File: src/hdl/cu_ctrl_pkg.sv
package cu_ctrl_pkg;

	//////////////////////////////
	// Sizes
	//////////////////////////////

	// Compute units sharing the host read port
	localparam int NUM_CU     = 4;
	localparam int CU_ID_BITS = 2;

	localparam int ADDR_BITS = 32;
	localparam int SIZE_BITS = 8;
	localparam int TAG_BITS  = 8;

	// Burst buffer geometry
	localparam int CMD_BUFFER_DEPTH  = 16;
	localparam int CMD_BUFFER_ALFULL = 14;
	localparam int CMD_PTR_BITS      = $clog2(CMD_BUFFER_DEPTH);
	// One extra bit so a full buffer is distinct from an empty one
	localparam int CMD_COUNT_BITS    = CMD_PTR_BITS + 1;

	//////////////////////////////
	// Types
	//////////////////////////////

	typedef logic [CU_ID_BITS-1:0] cu_id_t;

	// What a CU presents with its request
	typedef struct packed {
		logic [ADDR_BITS-1:0] address;
		logic [SIZE_BITS-1:0] size;
	} cu_command_t;

	// Command after arbitration, stamped with its source CU
	typedef struct packed {
		logic                 valid;
		cu_id_t               cu_id;
		logic [ADDR_BITS-1:0] address;
		logic [SIZE_BITS-1:0] size;
	} read_command_t;

	// Host read response, routed back by cu_id
	typedef struct packed {
		logic                valid;
		cu_id_t              cu_id;
		logic [TAG_BITS-1:0] tag;
	} read_response_t;

endpackage
File: src/hdl/pagerank_cu_control.sv
`timescale 1ns/1ps

module pagerank_cu_control (
	input  logic                        clock,
	input  logic                        rstn,
	input  logic                        enabled_in,
	input  cu_ctrl_pkg::cu_command_t    cu_command [cu_ctrl_pkg::NUM_CU],
	input  logic [cu_ctrl_pkg::NUM_CU-1:0] cu_request,
	output logic [cu_ctrl_pkg::NUM_CU-1:0] cu_ready,
	output cu_ctrl_pkg::read_command_t  command_out,
	output logic                        bus_request,
	input  logic                        bus_grant,
	input  logic                        host_alfull,
	input  cu_ctrl_pkg::read_response_t response_in,
	output cu_ctrl_pkg::read_response_t response_cu_out [cu_ctrl_pkg::NUM_CU]
);

	logic                       enabled;
	logic                       buffer_alfull;
	cu_ctrl_pkg::read_command_t arb_command;

	// Enable seen by every stage one cycle after the pin
	always_ff @(posedge clock or negedge rstn) begin
		if (!rstn) begin
			enabled <= 1'b0;
		end else begin
			enabled <= enabled_in;
		end
	end

	//////////////////////////////
	// Command path
	//////////////////////////////

	cmd_arbiter u_cmd_arbiter (
		.clock        (clock),
		.rstn         (rstn),
		.enabled      (enabled),
		.cu_command   (cu_command),
		.cu_request   (cu_request),
		.cu_ready     (cu_ready),
		.buffer_alfull(buffer_alfull),
		.arb_command  (arb_command)
	);

	cmd_burst_buffer u_cmd_burst_buffer (
		.clock        (clock),
		.rstn         (rstn),
		.enabled      (enabled),
		.arb_command  (arb_command),
		.buffer_alfull(buffer_alfull),
		.bus_request  (bus_request),
		.bus_grant    (bus_grant),
		.host_alfull  (host_alfull),
		.command_out  (command_out)
	);

	//////////////////////////////
	// Response path
	//////////////////////////////

	response_router u_response_router (
		.clock          (clock),
		.rstn           (rstn),
		.enabled        (enabled),
		.response_in    (response_in),
		.response_cu_out(response_cu_out)
	);

endmodule

File: src/hdl/response_router.sv
`timescale 1ns/1ps

module response_router (
	input  logic                        clock,
	input  logic                        rstn,
	input  logic                        enabled,
	input  cu_ctrl_pkg::read_response_t response_in,
	output cu_ctrl_pkg::read_response_t response_cu_out [cu_ctrl_pkg::NUM_CU]
);

	// First stage
	logic                             in_valid;
	cu_ctrl_pkg::cu_id_t              in_id;
	logic [cu_ctrl_pkg::TAG_BITS-1:0] in_tag;

	// Second stage, one copy per CU
	logic [cu_ctrl_pkg::NUM_CU-1:0]   out_valid;
	cu_ctrl_pkg::cu_id_t              out_id  [cu_ctrl_pkg::NUM_CU];
	logic [cu_ctrl_pkg::TAG_BITS-1:0] out_tag [cu_ctrl_pkg::NUM_CU];

	// Responses seen while disabled are dropped here
	always_ff @(posedge clock or negedge rstn) begin
		if (!rstn) begin
			in_valid <= 1'b0;
		end else begin
			in_valid <= enabled && response_in.valid;
		end
	end

	always_ff @(posedge clock) begin
		in_id  <= response_in.cu_id;
		in_tag <= response_in.tag;
	end

	//////////////////////////////
	// Route by cu_id
	//////////////////////////////

	for (genvar i = 0; i < cu_ctrl_pkg::NUM_CU; i++) begin : g_route
		always_ff @(posedge clock or negedge rstn) begin
			if (!rstn) begin
				out_valid[i] <= 1'b0;
			end else begin
				out_valid[i] <= in_valid && (in_id == cu_ctrl_pkg::cu_id_t'(i));
			end
		end

		always_ff @(posedge clock) begin
			out_id[i]  <= in_id;
			out_tag[i] <= in_tag;
		end

		assign response_cu_out[i] = '{valid: out_valid[i], cu_id: out_id[i], tag: out_tag[i]};
	end

endmodule

File: src/hdl/cmd_burst_buffer.sv
`timescale 1ns/1ps

module cmd_burst_buffer (
	input  logic                       clock,
	input  logic                       rstn,
	input  logic                       enabled,
	input  cu_ctrl_pkg::read_command_t arb_command,
	output logic                       buffer_alfull,
	output logic                       bus_request,
	input  logic                       bus_grant,
	input  logic                       host_alfull,
	output cu_ctrl_pkg::read_command_t command_out
);

	cu_ctrl_pkg::read_command_t mem [cu_ctrl_pkg::CMD_BUFFER_DEPTH];

	logic [cu_ctrl_pkg::CMD_PTR_BITS-1:0]   wr_ptr;
	logic [cu_ctrl_pkg::CMD_PTR_BITS-1:0]   rd_ptr;
	logic [cu_ctrl_pkg::CMD_COUNT_BITS-1:0] fill_count;
	logic [cu_ctrl_pkg::CMD_COUNT_BITS-1:0] count_next;
	logic                                   push;
	logic                                   pop;

	// Popped head, then the output stage
	logic                       head_valid;
	cu_ctrl_pkg::read_command_t head_entry;
	logic                       out_valid;
	cu_ctrl_pkg::read_command_t out_entry;

	//////////////////////////////
	// FIFO control
	//////////////////////////////

	assign push = arb_command.valid;
	assign pop  = bus_grant && (fill_count != '0);

	always_comb begin
		count_next = fill_count;
		if (push && !pop) begin
			count_next = fill_count + 1'b1;
		end else if (pop && !push) begin
			count_next = fill_count - 1'b1;
		end
	end

	assign buffer_alfull = (fill_count >= cu_ctrl_pkg::CMD_BUFFER_ALFULL);

	always_ff @(posedge clock or negedge rstn) begin
		if (!rstn) begin
			wr_ptr      <= '0;
			rd_ptr      <= '0;
			fill_count  <= '0;
			bus_request <= 1'b0;
			head_valid  <= 1'b0;
			out_valid   <= 1'b0;
		end else begin
			if (push) begin
				wr_ptr <= wr_ptr + 1'b1;
			end
			if (pop) begin
				rd_ptr <= rd_ptr + 1'b1;
			end
			fill_count <= count_next;
			// Request only for entries left after this edge's pop
			bus_request <= (count_next != '0) && !host_alfull && enabled;
			head_valid  <= pop;
			out_valid   <= head_valid;
		end
	end

	//////////////////////////////
	// Storage
	//////////////////////////////

	always_ff @(posedge clock) begin
		if (push) begin
			mem[wr_ptr] <= arb_command;
		end
		if (pop) begin
			head_entry <= mem[rd_ptr];
		end
		out_entry <= head_entry;
	end

	assign command_out = '{
		valid:   out_valid,
		cu_id:   out_entry.cu_id,
		address: out_entry.address,
		size:    out_entry.size
	};

endmodule

File: src/hdl/cmd_arbiter.sv
`timescale 1ns/1ps

module cmd_arbiter (
	input  logic                       clock,
	input  logic                       rstn,
	input  logic                       enabled,
	input  cu_ctrl_pkg::cu_command_t   cu_command [cu_ctrl_pkg::NUM_CU],
	input  logic [cu_ctrl_pkg::NUM_CU-1:0] cu_request,
	output logic [cu_ctrl_pkg::NUM_CU-1:0] cu_ready,
	input  logic                       buffer_alfull,
	output cu_ctrl_pkg::read_command_t arb_command
);

	logic [cu_ctrl_pkg::NUM_CU-1:0] take;
	logic [cu_ctrl_pkg::NUM_CU-1:0] candidates;
	logic [cu_ctrl_pkg::NUM_CU-1:0] ready_next;
	logic                           take_any;
	logic                           found;
	cu_ctrl_pkg::cu_id_t            take_id;
	cu_ctrl_pkg::cu_id_t            rr_ptr;
	cu_ctrl_pkg::cu_id_t            next_ptr;
	cu_ctrl_pkg::cu_id_t            rr_idx;

	// Output register, payload kept apart from valid
	logic                     arb_valid;
	cu_ctrl_pkg::cu_id_t      arb_id;
	cu_ctrl_pkg::cu_command_t arb_payload;

	//////////////////////////////
	// Take detection
	//////////////////////////////

	// At most one ready bit is high, so at most one take
	assign take     = cu_request & cu_ready;
	assign take_any = |take;

	always_comb begin
		take_id = '0;
		for (int i = 0; i < cu_ctrl_pkg::NUM_CU; i++) begin
			if (take[i]) begin
				take_id = cu_ctrl_pkg::cu_id_t'(i);
			end
		end
	end

	//////////////////////////////
	// Round-robin pick
	//////////////////////////////

	// Search starts just after the last CU taken
	assign next_ptr = take_any ? cu_ctrl_pkg::cu_id_t'((take_id + 1) % cu_ctrl_pkg::NUM_CU)
		: rr_ptr;

	// The CU taken at this edge still shows its request, so mask it out
	assign candidates = (enabled && !buffer_alfull) ? (cu_request & ~take) : '0;

	always_comb begin
		ready_next = '0;
		found      = 1'b0;
		rr_idx     = next_ptr;
		for (int off = 0; off < cu_ctrl_pkg::NUM_CU; off++) begin
			rr_idx = cu_ctrl_pkg::cu_id_t'((next_ptr + off) % cu_ctrl_pkg::NUM_CU);
			if (!found && candidates[rr_idx]) begin
				ready_next[rr_idx] = 1'b1;
				found              = 1'b1;
			end
		end
	end

	always_ff @(posedge clock or negedge rstn) begin
		if (!rstn) begin
			cu_ready  <= '0;
			rr_ptr    <= '0;
			arb_valid <= 1'b0;
		end else begin
			cu_ready  <= ready_next;
			rr_ptr    <= next_ptr;
			arb_valid <= take_any;
		end
	end

	// Stamp the taker's index onto its command
	always_ff @(posedge clock) begin
		if (take_any) begin
			arb_id      <= take_id;
			arb_payload <= cu_command[take_id];
		end
	end

	assign arb_command = '{
		valid:   arb_valid,
		cu_id:   arb_id,
		address: arb_payload.address,
		size:    arb_payload.size
	};

endmodule

File: config.mk
export PLATFORM = sky130hd
export DESIGN_NAME = pagerank_cu_control
export DESIGN_NICKNAME = d
export VERILOG_FILES = /design/src/hdl/cu_ctrl_pkg.sv /design/src/hdl/pagerank_cu_control.sv /design/src/hdl/response_router.sv /design/src/hdl/cmd_burst_buffer.sv /design/src/hdl/cmd_arbiter.sv
export SDC_FILE = /design/constraint.sdc
export NUM_CORES = 1
export LEC_CHECK = 0
export BUFFER_PORTS_ARGS = -buffer_cell sky130_fd_sc_hd__buf_2
export CAP_MARGIN = 20
export CORE_MARGIN = 2
export CORE_UTILIZATION = 51
export CTS_BUF_LIST = sky130_fd_sc_hd__clkbuf_2
export CTS_CLUSTER_SIZE = 20
export DETAILED_ROUTE_END_ITERATION = 7
export GPL_TIMING_DRIVEN = 0
export PLACE_DENSITY_LB_ADDON = 0.1
export REMOVE_ABC_BUFFERS = 1
export SYNTH_ARGS = -nofsm -noshare
export SYNTH_HDL_FRONTEND = slang
export SYNTH_HIERARCHICAL = 1
export SYNTH_SLANG_ARGS = --single-unit
File: constraint.sdc
create_clock -name clock -period 4.6 [get_ports clock]
set_input_delay 0 -clock clock [delete_from_list [all_inputs] [get_ports clock]]
set_output_delay 0 -clock clock [all_outputs]
set_load 0.005 [all_outputs]
Word-level counts from Yosys, hierarchy flattened:

Memories as Yosys holds them, arrays and structs flattened. A register that Yosys moved wholly into a read port is not among the register bits.
Index checks and enable logic that the tools add are counted.

* register bits: 123
* RAM bits: 728
* input bits: 180
* output and inout port bits: 92
* logic and storage cells: 118
* memories kept: 3

* $add $sub $neg: 8
* order comparisons: 10
* equality and inequality tests: 3
* muxes and demuxes: 35
* bitwise gates (word level): 7
* reduce and logical (&&, ||, !) cells: 29

Memories
* u_cmd_burst_buffer.mem: depth 16, width 43, read ports 1, clocked after memory_dff 1, write ports 1, RTL line cmd_burst_buffer.sv:15 `cu_ctrl_pkg::read_command_t mem [cu_ctrl_pkg::CMD_BUFFER_DEPTH];`
* u_response_router.out_tag: depth 4, width 8, read ports 4, clocked after memory_dff 0, write ports 4, RTL line response_router.sv:19 `logic [cu_ctrl_pkg::TAG_BITS-1:0] out_tag [cu_ctrl_pkg::NUM_CU];`
* u_response_router.out_id: depth 4, width 2, read ports 4, clocked after memory_dff 0, write ports 4, RTL line response_router.sv:18 `cu_ctrl_pkg::cu_id_t out_id [cu_ctrl_pkg::NUM_CU];`

Operator list (number)
* $bmux W40 S2: 1
* $mux W40: 2
* $mux W4: 5
* $logic_and A1 B1 Y1: 18
* $mux W1: 14
* $lt A2 B3 Y1 const B: 4
* $or A4 B4 Y4: 3
* $mux W5: 2
* $reduce_bool A5 Y1: 2
* $add A4 B1 Y4 const B: 2
* $and A4 B4 Y4: 2
* $bmux W1 S2: 4
* $demux W1 S2: 4
* $ge A2 B1 Y1 const B: 4
* $logic_not A1 Y1: 7
* $mux W2: 3
* $add A5 B1 Y5 const B: 1
* $ge A5 B4 Y1 const B: 1
* $sub A5 B1 Y5 const B: 1
* $add A2 B1 Y2 const B: 2
* $add A2 B2 Y2 const B: 2
* $eq A2 B2 Y1 const B: 2
* $not A4 Y4: 1
* $reduce_or A4 Y1: 1
* other kinds (4): 4

Logic depth before layout (Yosys ltp):

Gate-level depths: netlist of the first run.

* depth after elaboration: 18
* depth in mapped cells: 11
* gate-level depth less buffers: 9

By module:

Netlist of the first run, hierarchy kept.

By module, submodules not included
* cmd_burst_buffer: instances 1, cells an instance 1130, area each 28337.2 um^2, sequential area each 22681.8 um^2
* cmd_arbiter: instances 1, cells an instance 389, area each 3169.3 um^2, sequential area each 1436.4 um^2
* response_router: instances 1, cells an instance 60, area each 794.5 um^2, sequential area each 525.5 um^2
* pagerank_cu_control: instances 1, cells an instance 1, area each 25.0 um^2, sequential area each 25.0 um^2

Worst setup path after synthesis of the first run:

OpenSTA, ideal clock, no wires.

* path kind: register to register
* start point: register u_cmd_arbiter.arb_valid
* end point: memory u_cmd_burst_buffer/mem[10][0] in the netlist's numbering, enable pin
* library setup time: 0.494 ns
* arrival time: 3.933 ns
* required time: 4.106 ns
* slack: 0.173 ns
* stages on the path, launching flop included: 6
* path buffers: 3
* period minus slack after synthesis: 4.427 ns
* cells stage by stage: dfrtp_1 buf_4 clkbuf_1 clkbuf_1 nand2_1 nor3_1

* longest elaborated chain between the ends: 2

Ends and longest elaborated chain
* start: declaration: RTL line cmd_arbiter.sv:25 `logic arb_valid;`
* start signal: assignment: RTL line cmd_arbiter.sv:78 `arb_valid <= take_any;`
* $mux W1: RTL line cmd_burst_buffer.sv:76 `if (push) begin`
* $mux W1 (not written as such): RTL line cmd_burst_buffer.sv:77 `mem[wr_ptr] <= arb_command;`
* end: declaration: RTL line cmd_burst_buffer.sv:15

No other way between the ends.

Worst setup path after layout of the first run:

* start point: register u_cmd_arbiter/cu_ready[3] in the netlist's numbering
* end point: register u_cmd_arbiter/cu_ready[1] in the netlist's numbering

* longest elaborated chain between the ends: 16
* elaborated cells between the ends (all ways): 55
* those cells by class: add/sub (4); order compare (8); mux (26); bitwise (6); reduce/logical (11)

Ends and longest elaborated chain
* start: declaration: RTL line cmd_arbiter.sv:9 `output logic [cu_ctrl_pkg::NUM_CU-1:0] cu_ready,`
* start signal: assignment: RTL line cmd_arbiter.sv:76 `cu_ready <= ready_next;`
* $and A4 B4 Y4 *: RTL line cmd_arbiter.sv:34 `assign take = cu_request & cu_ready;`
* branches (longest 14 deep; another with $lt A2 B3 Y1)
* $mux W4 *: RTL line cmd_arbiter.sv:63 `if (!found && candidates[rr_idx]) begin`
* named net u_cmd_arbiter.ready_next, one bit: RTL line cmd_arbiter.sv:16 `logic [cu_ctrl_pkg::NUM_CU-1:0] ready_next;`

Mark *: on every way through the listed nets, which the timed path passes. The select of a mux whose other input is x is not followed.
A chain may end at the register's enable or synchronous reset.

==> metrics.cfg, run 1 <==
[logic_synthesis]
synth_top_area_share=0.702
synth-seq-area-share=0.763
synthCells=1580
yosysTopAreaCell=edfxtp_1
yosysWarnings=6
synthArstFlopShare=0.0342
synth_most_common_cell=edfxtp_1
synth_area_um2=32300
avgSynthCellArea_um2=20.5
synth.area.top_cells=edfxtp_1 (70%), mux4_2 (15%), dfxtp_1 (3.8%)
synth-seq-cells=847
synth.distinct_cells=66
synth_ff_type=edfxtp_1
synth.cells.most_frequent=edfxtp_1 (756), mux4_2 (210), nand2_1 (137), a21oi_1 (83), dfxtp_1 (62)
synth_edf_count=756

[power]
power_density_nw_per_um2=549
power_switching_share=0.302
p_comb_frac=0.268
pwr-share-clk=0.219
peakVddDrop_v=0.000400
p_sw_mw=6.67
fin_total_pwr_mw=22.1
pwr-share-seq=0.512
p_leak_nw=14.2
intPower_mw=15.4

[clocking]
clockBufferDepth=3
cts_root_buffer=clkbuf_2
cts.sinks=847
clk_latency_ns=1.34
htreeDepth=4
clkTransAtPathRegs_ns=0.11
cts_tree=built
cts_buffers=204

[placement]
dp_hpwl_um=39100
post_dp_cell_area_um2=35100
gp_congestion=0.780
pre_cts_ws_ns=1.42
port_buffers=271

[grt]
track_usage=0.243
grt_max_degree=83
grt_pass1_wl_um=116000
grt-ovfl-total=0
grt_pass1_vias=19800
antenna_found_initial=1

[setup_path]
crit_fanout=82
crit_buf_inv=2
critPathRequiredTime_ns=5.76
cp.arrival_ns=5.14
cp_slowest_cell=and2_4
endpoint_kind=register
cp-start-kind=register
critPathMaxStageDelay_ns=0.82
cp_top_family=simple AND/OR/NAND/NOR gates
critPathKind=register to register
crit_chain=and2_4 > o22ai_1 > ha_1 > and3b_1 > o21ai_0 > nor2_1 > a22oi_1 > dlygate4sd3_1 > o22ai_1 > dlygate4sd3_1

[sta]
max_freq_ghz=0.251
worst_slew_pin_slew_ns=1.06
holdWs_ns=0.273
finalHoldViolCount=0
clock_skew_ns=0.0854
setup_ws_ns=0.616
slew_headroom=0.290
setup_viol=0
rsz0062_at_grt=no
finalCritPeriodShare=0.866
slew_violations=0
fin_crit_ns=3.98

[final_layout]
final_core_util=0.640
fillers=4480
final_area_um2=40200
nNetsFinal=2498
drive_above_1_share=0.362
syn2layout_area_growth_pct=24.4

[floorplan]
dieWidth_um=256
num_rows=92
num_io_pins=272
die-area_um2=65400
core-area_um2=62900
initial_core_util=0.514
die_y_um=256

[route]
via_per_inst=5.53
ant_nets=0
vias=18400
remaining_drc_errors=0
first_pass_iters=7
wl_per_cell_um=23.3
totalWireLength_um=77500
initialDrtViolationCount=1346

[status]
status=complete, no violations

[job]
max_cap_violations=0

[hold_path]
hold_class=input pin to register

power by group through the flow:
stage | sequential [mW] | combinational (mW) | clock (mW)
floorplan | 11.4 | 3.47 | 0
global placement | 11.9 | 4.34 | 0
detailed placement | 11.5 | 5.46 | 0
CTS | 11.3 | 5.94 | 5.02
global route | 11.5 | 6.32 | 5.41
finish | 11.3 | 5.92 | 4.84
cell usage in the layout, fill, tap and decap left out, types with 5 or more instances in the layout:
cell type        n
a21oi_1         83
and2_4          14
buf_12           8
buf_16          22
buf_2          271
buf_6           14
clkbuf_2       318
clkinv_1        46
dfrtp_1         25
dfxtp_1         62
dlygate4sd3_1  323
edfxtp_1       756
ha_1             9
inv_1           10
inv_2            8
mux4_2         210
nand2_1        136
nor2_1           5
nor3_1           6
o21ai_0         51
xnor2_1          7
cells by family after synthesis:
kind of cell    synth area share
flops                      0.763
mux                        0.148
simple gates              0.0299
compound gates            0.0301
buf+inv                   0.0227
xor+xnor                 0.00244
fa+ha+maj                0.00348
final cells by class:
| class | count | area, µm² | area share |
|---|---|---|---|
| diodes | 2 | 5.00 | 0.000124 |
| clock inverters | 63 | 307 | 0.00762 |
| repair buffers | 639 | 5530 | 0.137 |
| flip-flops and latches | 847 | 24700 | 0.614 |
| well taps | 846 | 1060 | 0.0263 |
| clock buffers | 318 | 1590 | 0.0396 |
| inverters | 11 | 43.8 | 0.00109 |
| multi-input cells | 606 | 6990 | 0.174 |
sequential cells by signal (all words and copies together), names as in the netlist, 2 cells and up:
signal,flops
u_response_router/in_id,2
u_cmd_arbiter/rr_ptr,2
u_cmd_burst_buffer/mem,672
u_cmd_burst_buffer/command_out,42
u_cmd_arbiter/cu_ready,4
u_cmd_arbiter/arb_command,40
u_response_router/out_tag,8
u_cmd_arbiter/arb_id,2
u_cmd_burst_buffer/fill_count,5
u_response_router/in_tag,8
u_cmd_burst_buffer/rd_ptr,4
u_cmd_burst_buffer/wr_ptr,4
u_response_router/out_id,2
u_response_router/response_cu_out,4
u_cmd_burst_buffer/head_entry,42
per-layer routing:
| metal | vias to the layer above | track usage | part of all wire | wire [µm] |
|---|---|---|---|---|
| met3 | 147 | 0.0543 | 0.065 | 5060 |
| met2 | 773 | 0.412 | 0.52 | 40000 |
| met4 | 0 | 0.0890 | 0.021 | 1630 |
| li1 | 7996 | - | - | - |
| met5 | - | 0 | 0 | 0 |
| met1 | 9505 | 0.309 | 0.40 | 30900 |
through the flow:
stage	TNS (ns)	std cells
3_3_place_gp	-779.64	2581
2_1_floorplan	-147.22	1464
6_report	0	3332
3_5_place_dp	0	2625
4_1_cts	0	3330
5_1_grt	0	3332
worst register-to-register path, delay by kind of cell, from the launching register on:
kind,cells,cell delay (ns)
AOI/OAI and AO/OA,4,0.66
buffers and inverters,2,1.13
and+or+nand+nor,3,1.16
adders and majority gates,1,0.45
DFF,1,0.48
worst paths after layout:
| check | from | endpoint | slack (ns) | cells after the start |
|---|---|---|---|---|
| max reg2reg | u_cmd_arbiter/cu_ready[3] | u_cmd_arbiter/cu_ready[1] | 0.62 | 10 |
| min reg2reg | u_cmd_burst_buffer/head_entry[6] | u_cmd_burst_buffer/command_out[6] | 0.32 | 0 |
| min in group asynchronous | rstn | u_response_router/in_valid | 0.28 | 5 |
| min | cu_request[1] | u_cmd_arbiter/rr_ptr[1] | 0.27 | 5 |
| max in group asynchronous | rstn | u_cmd_burst_buffer/rd_ptr[2] | 4.08 | 5 |
| max | u_cmd_arbiter/cu_ready[3] | u_cmd_arbiter/cu_ready[1] | 0.62 | 10 |
repair_timing:
item	in CTS	in global routing
resized for setup	0	0
hold buffers	324	0
endpoints found under the hold margin	185	0
buffers inserted	0	0
No activity file was read; power rests on OpenSTA's default activity.
==> inputs of run 2 (changes only) <==
Settings changed: CELL_PAD_IN_SITES_DETAIL_PLACEMENT set to 0, CELL_PAD_IN_SITES_GLOBAL_PLACEMENT set to 1.
Clock period 4.6 ns to 4.1 ns, I/O delays scaled along.
==> run 2 against run 1 <==
  * Critical endpoint is now u_cmd_arbiter/cu_ready[3]
  * Largest cell class unchanged
  * Sequential power up 12%
  * Clock skew shrank 0.024 ns
  * Sequential share of layout area is 0.095 points lower
  * Utilization up 0.099 points
  * Count of clock-buffer cells in the layout fell by 3
  * Hold slack lost 0.030 ns
  * Clock power increased by 16%
  * Maximum frequency up 6.9%
==> metrics.cfg, run 2 (synthesized netlist as in run 1, its figures left out) <==
[status]
status=complete, no violations

[final_layout]
regMostFlops=u_cmd_burst_buffer/mem
final_core_util=0.641  ; +0.000995
largest_register_ffs=672  ; unchanged
syn2layout_area_growth_pct=24.6
drive_above_1_share=0.362  ; +0.000555
final_cell_mix=edfxtp_1 (756), dlygate4sd3_1 (321), clkbuf_2 (315)
nNetsFinal=2497  ; -0.040%
final_common_cell=edfxtp_1

[setup_path]
critPathRequiredTime_ns=5.34  ; -0.42 ns
crit_fanout=24  ; -71%
cp.arrival_ns=4.97  ; -0.17 ns
ff2ff_setup_slack_ns=0.37  ; -0.24 ns
timing.rr.start=u_cmd_arbiter/cu_ready[1]
cp-start-kind=register
endpoint_kind=register
cp-startpoint=u_cmd_arbiter/cu_ready[1]
worstRegToRegCells=11  ; +1
r2r_end=u_cmd_arbiter/cu_ready[3]
critPathKind=register to register

[route]
wl_per_cell_um=22.9  ; -1.7%
ant_nets=0  ; unchanged
first_pass_iters=5  ; -2
via_per_inst=5.49  ; -0.67%
remaining_drc_errors=0  ; unchanged
vias=18400  ; -0.37%
initialDrtViolationCount=1343  ; -0.22%
totalWireLength_um=76500  ; -1.4%

[clocking]
clkTransAtPathRegs_ns=0.09  ; -0.02 ns
cts.sinks=847  ; unchanged
htreeDepth=4  ; unchanged
post_cts_resized=0  ; unchanged
clk_latency_ns=1.35  ; about the same
clockBufferDepth=3  ; unchanged
cts_setup_buffers=0  ; unchanged
cts_root_buffer=clkbuf_2
cts_buffers=207  ; +1.5%
cts_tree=built

[sta]
slew_headroom=0.280  ; -0.0108
finalCritPeriodShare=0.909  ; +0.0433
clock_skew_ns=0.0614  ; -0.0240 ns
max_freq_ghz=0.268  ; +6.9%
finalSetupTns_ns=0  ; unchanged
finalHoldViolCount=0  ; unchanged
slew_violations=0  ; unchanged
fin_crit_ns=3.73  ; -0.256 ns
holdWs_ns=0.244  ; -0.0296 ns
rsz0062_at_grt=no
setup_viol=0  ; unchanged
worst_slew_pin_slew_ns=1.08  ; +0.0162 ns

[grt]
antenna_found_initial=2  ; +1
grt_max_degree=83  ; unchanged
track_usage=0.239  ; -0.00323
grt-ovfl-total=0  ; unchanged
grt_pass1_vias=19500  ; -1.7%
grt_pass1_wl_um=115000  ; -1.2%

[placement]
gp_congestion=0.751  ; -3.8%
dp_hpwl_um=38400  ; -1.8%
port_buffers=271  ; unchanged

[floorplan]
core-area_um2=62900  ; unchanged
dieWidth_um=256  ; unchanged
die-area_um2=65400  ; unchanged
die_y_um=256  ; unchanged
num_io_pins=272  ; unchanged
initial_core_util=0.514  ; unchanged
num_rows=92  ; unchanged

[power]
peakVddDrop_v=0.000471  ; +18%
p_leak_nw=14.2  ; +0.34%
power_density_nw_per_um2=619  ; +13%

[hold_path]
hold_class=input pin to async pin

[job]
max_cap_violations=0  ; unchanged

-- run 2: routing by layer --
metal	global-route usage	routed length [µm]
met5	0	0
met4	0.0806	1290
met3	0.0522	5180
met2	0.391	38200
met1	0.324	31800
-- run 2: how the worst max path moves through the flow --
| stage | endpoint | slack [ns] | cells after the start |
|---|---|---|---|
| 2_1_floorplan | u_cmd_burst_buffer/head_entry[0] | -3.77 | 2 |
| 3_3_place_gp | u_cmd_burst_buffer/head_entry[41] | -6.93 | 2 |
| 3_5_place_dp | u_cmd_burst_buffer/head_entry[32] | 0.97 | 4 |
| 4_1_cts | u_cmd_arbiter/cu_ready[3] | 0.40 | 11 |
| 5_1_grt | u_cmd_arbiter/cu_ready[3] | 0.13 | 11 |
| 6_report | u_cmd_arbiter/cu_ready[3] | 0.37 | 11 |
-- run 2: final cells by class --
type,instances,area (µm²)
antenna,2,5.00
clock inverter,80,407
clock buffer,315,1580
inverter,11,43.8
fill,4501,22600
sequential,847,24700
multi-input combinational,606,6990
tap,846,1060
timing repair buffer,635,5510
-- run 2: per-stage QoR --
step	cells	setup slack, ns	area [µm²]	total power, mW
global route	3342	0.135	40300	26.2
finish	3342	0.372	40300	24.9
detailed placement	2623	0.969	35000	19.1
floorplan	1464	-3.77	31600	16.6
CTS	3340	0.398	40300	25.2
global placement	2581	-6.93	34100	17.9
-- run 2: worst max-delay path: stages (launching register included) --
cell           delay, ns
dfrtp_1             0.45
and2_2              0.41
buf_12              0.27
o31ai_4             0.39
inv_1               0.16
ha_1                0.45
and3b_1             0.25
o21ai_0             0.23
nand4_1             0.12
o22a_1              0.21
o22ai_1             0.16
dlygate4sd3_1       0.58
-- run 2: timing repair --
item	CTS	global route
setup endpoints to repair	0	0
hold buffers	322	0
hold endpoints to repair	185	0
-- run 2: report_power, final --
group          internal [mW]  leakage [nW]  switching [mW]
clock network           2.26          1.53            3.35
logic                   3.64          4.94            3.02
registers               11.4          7.75            1.21
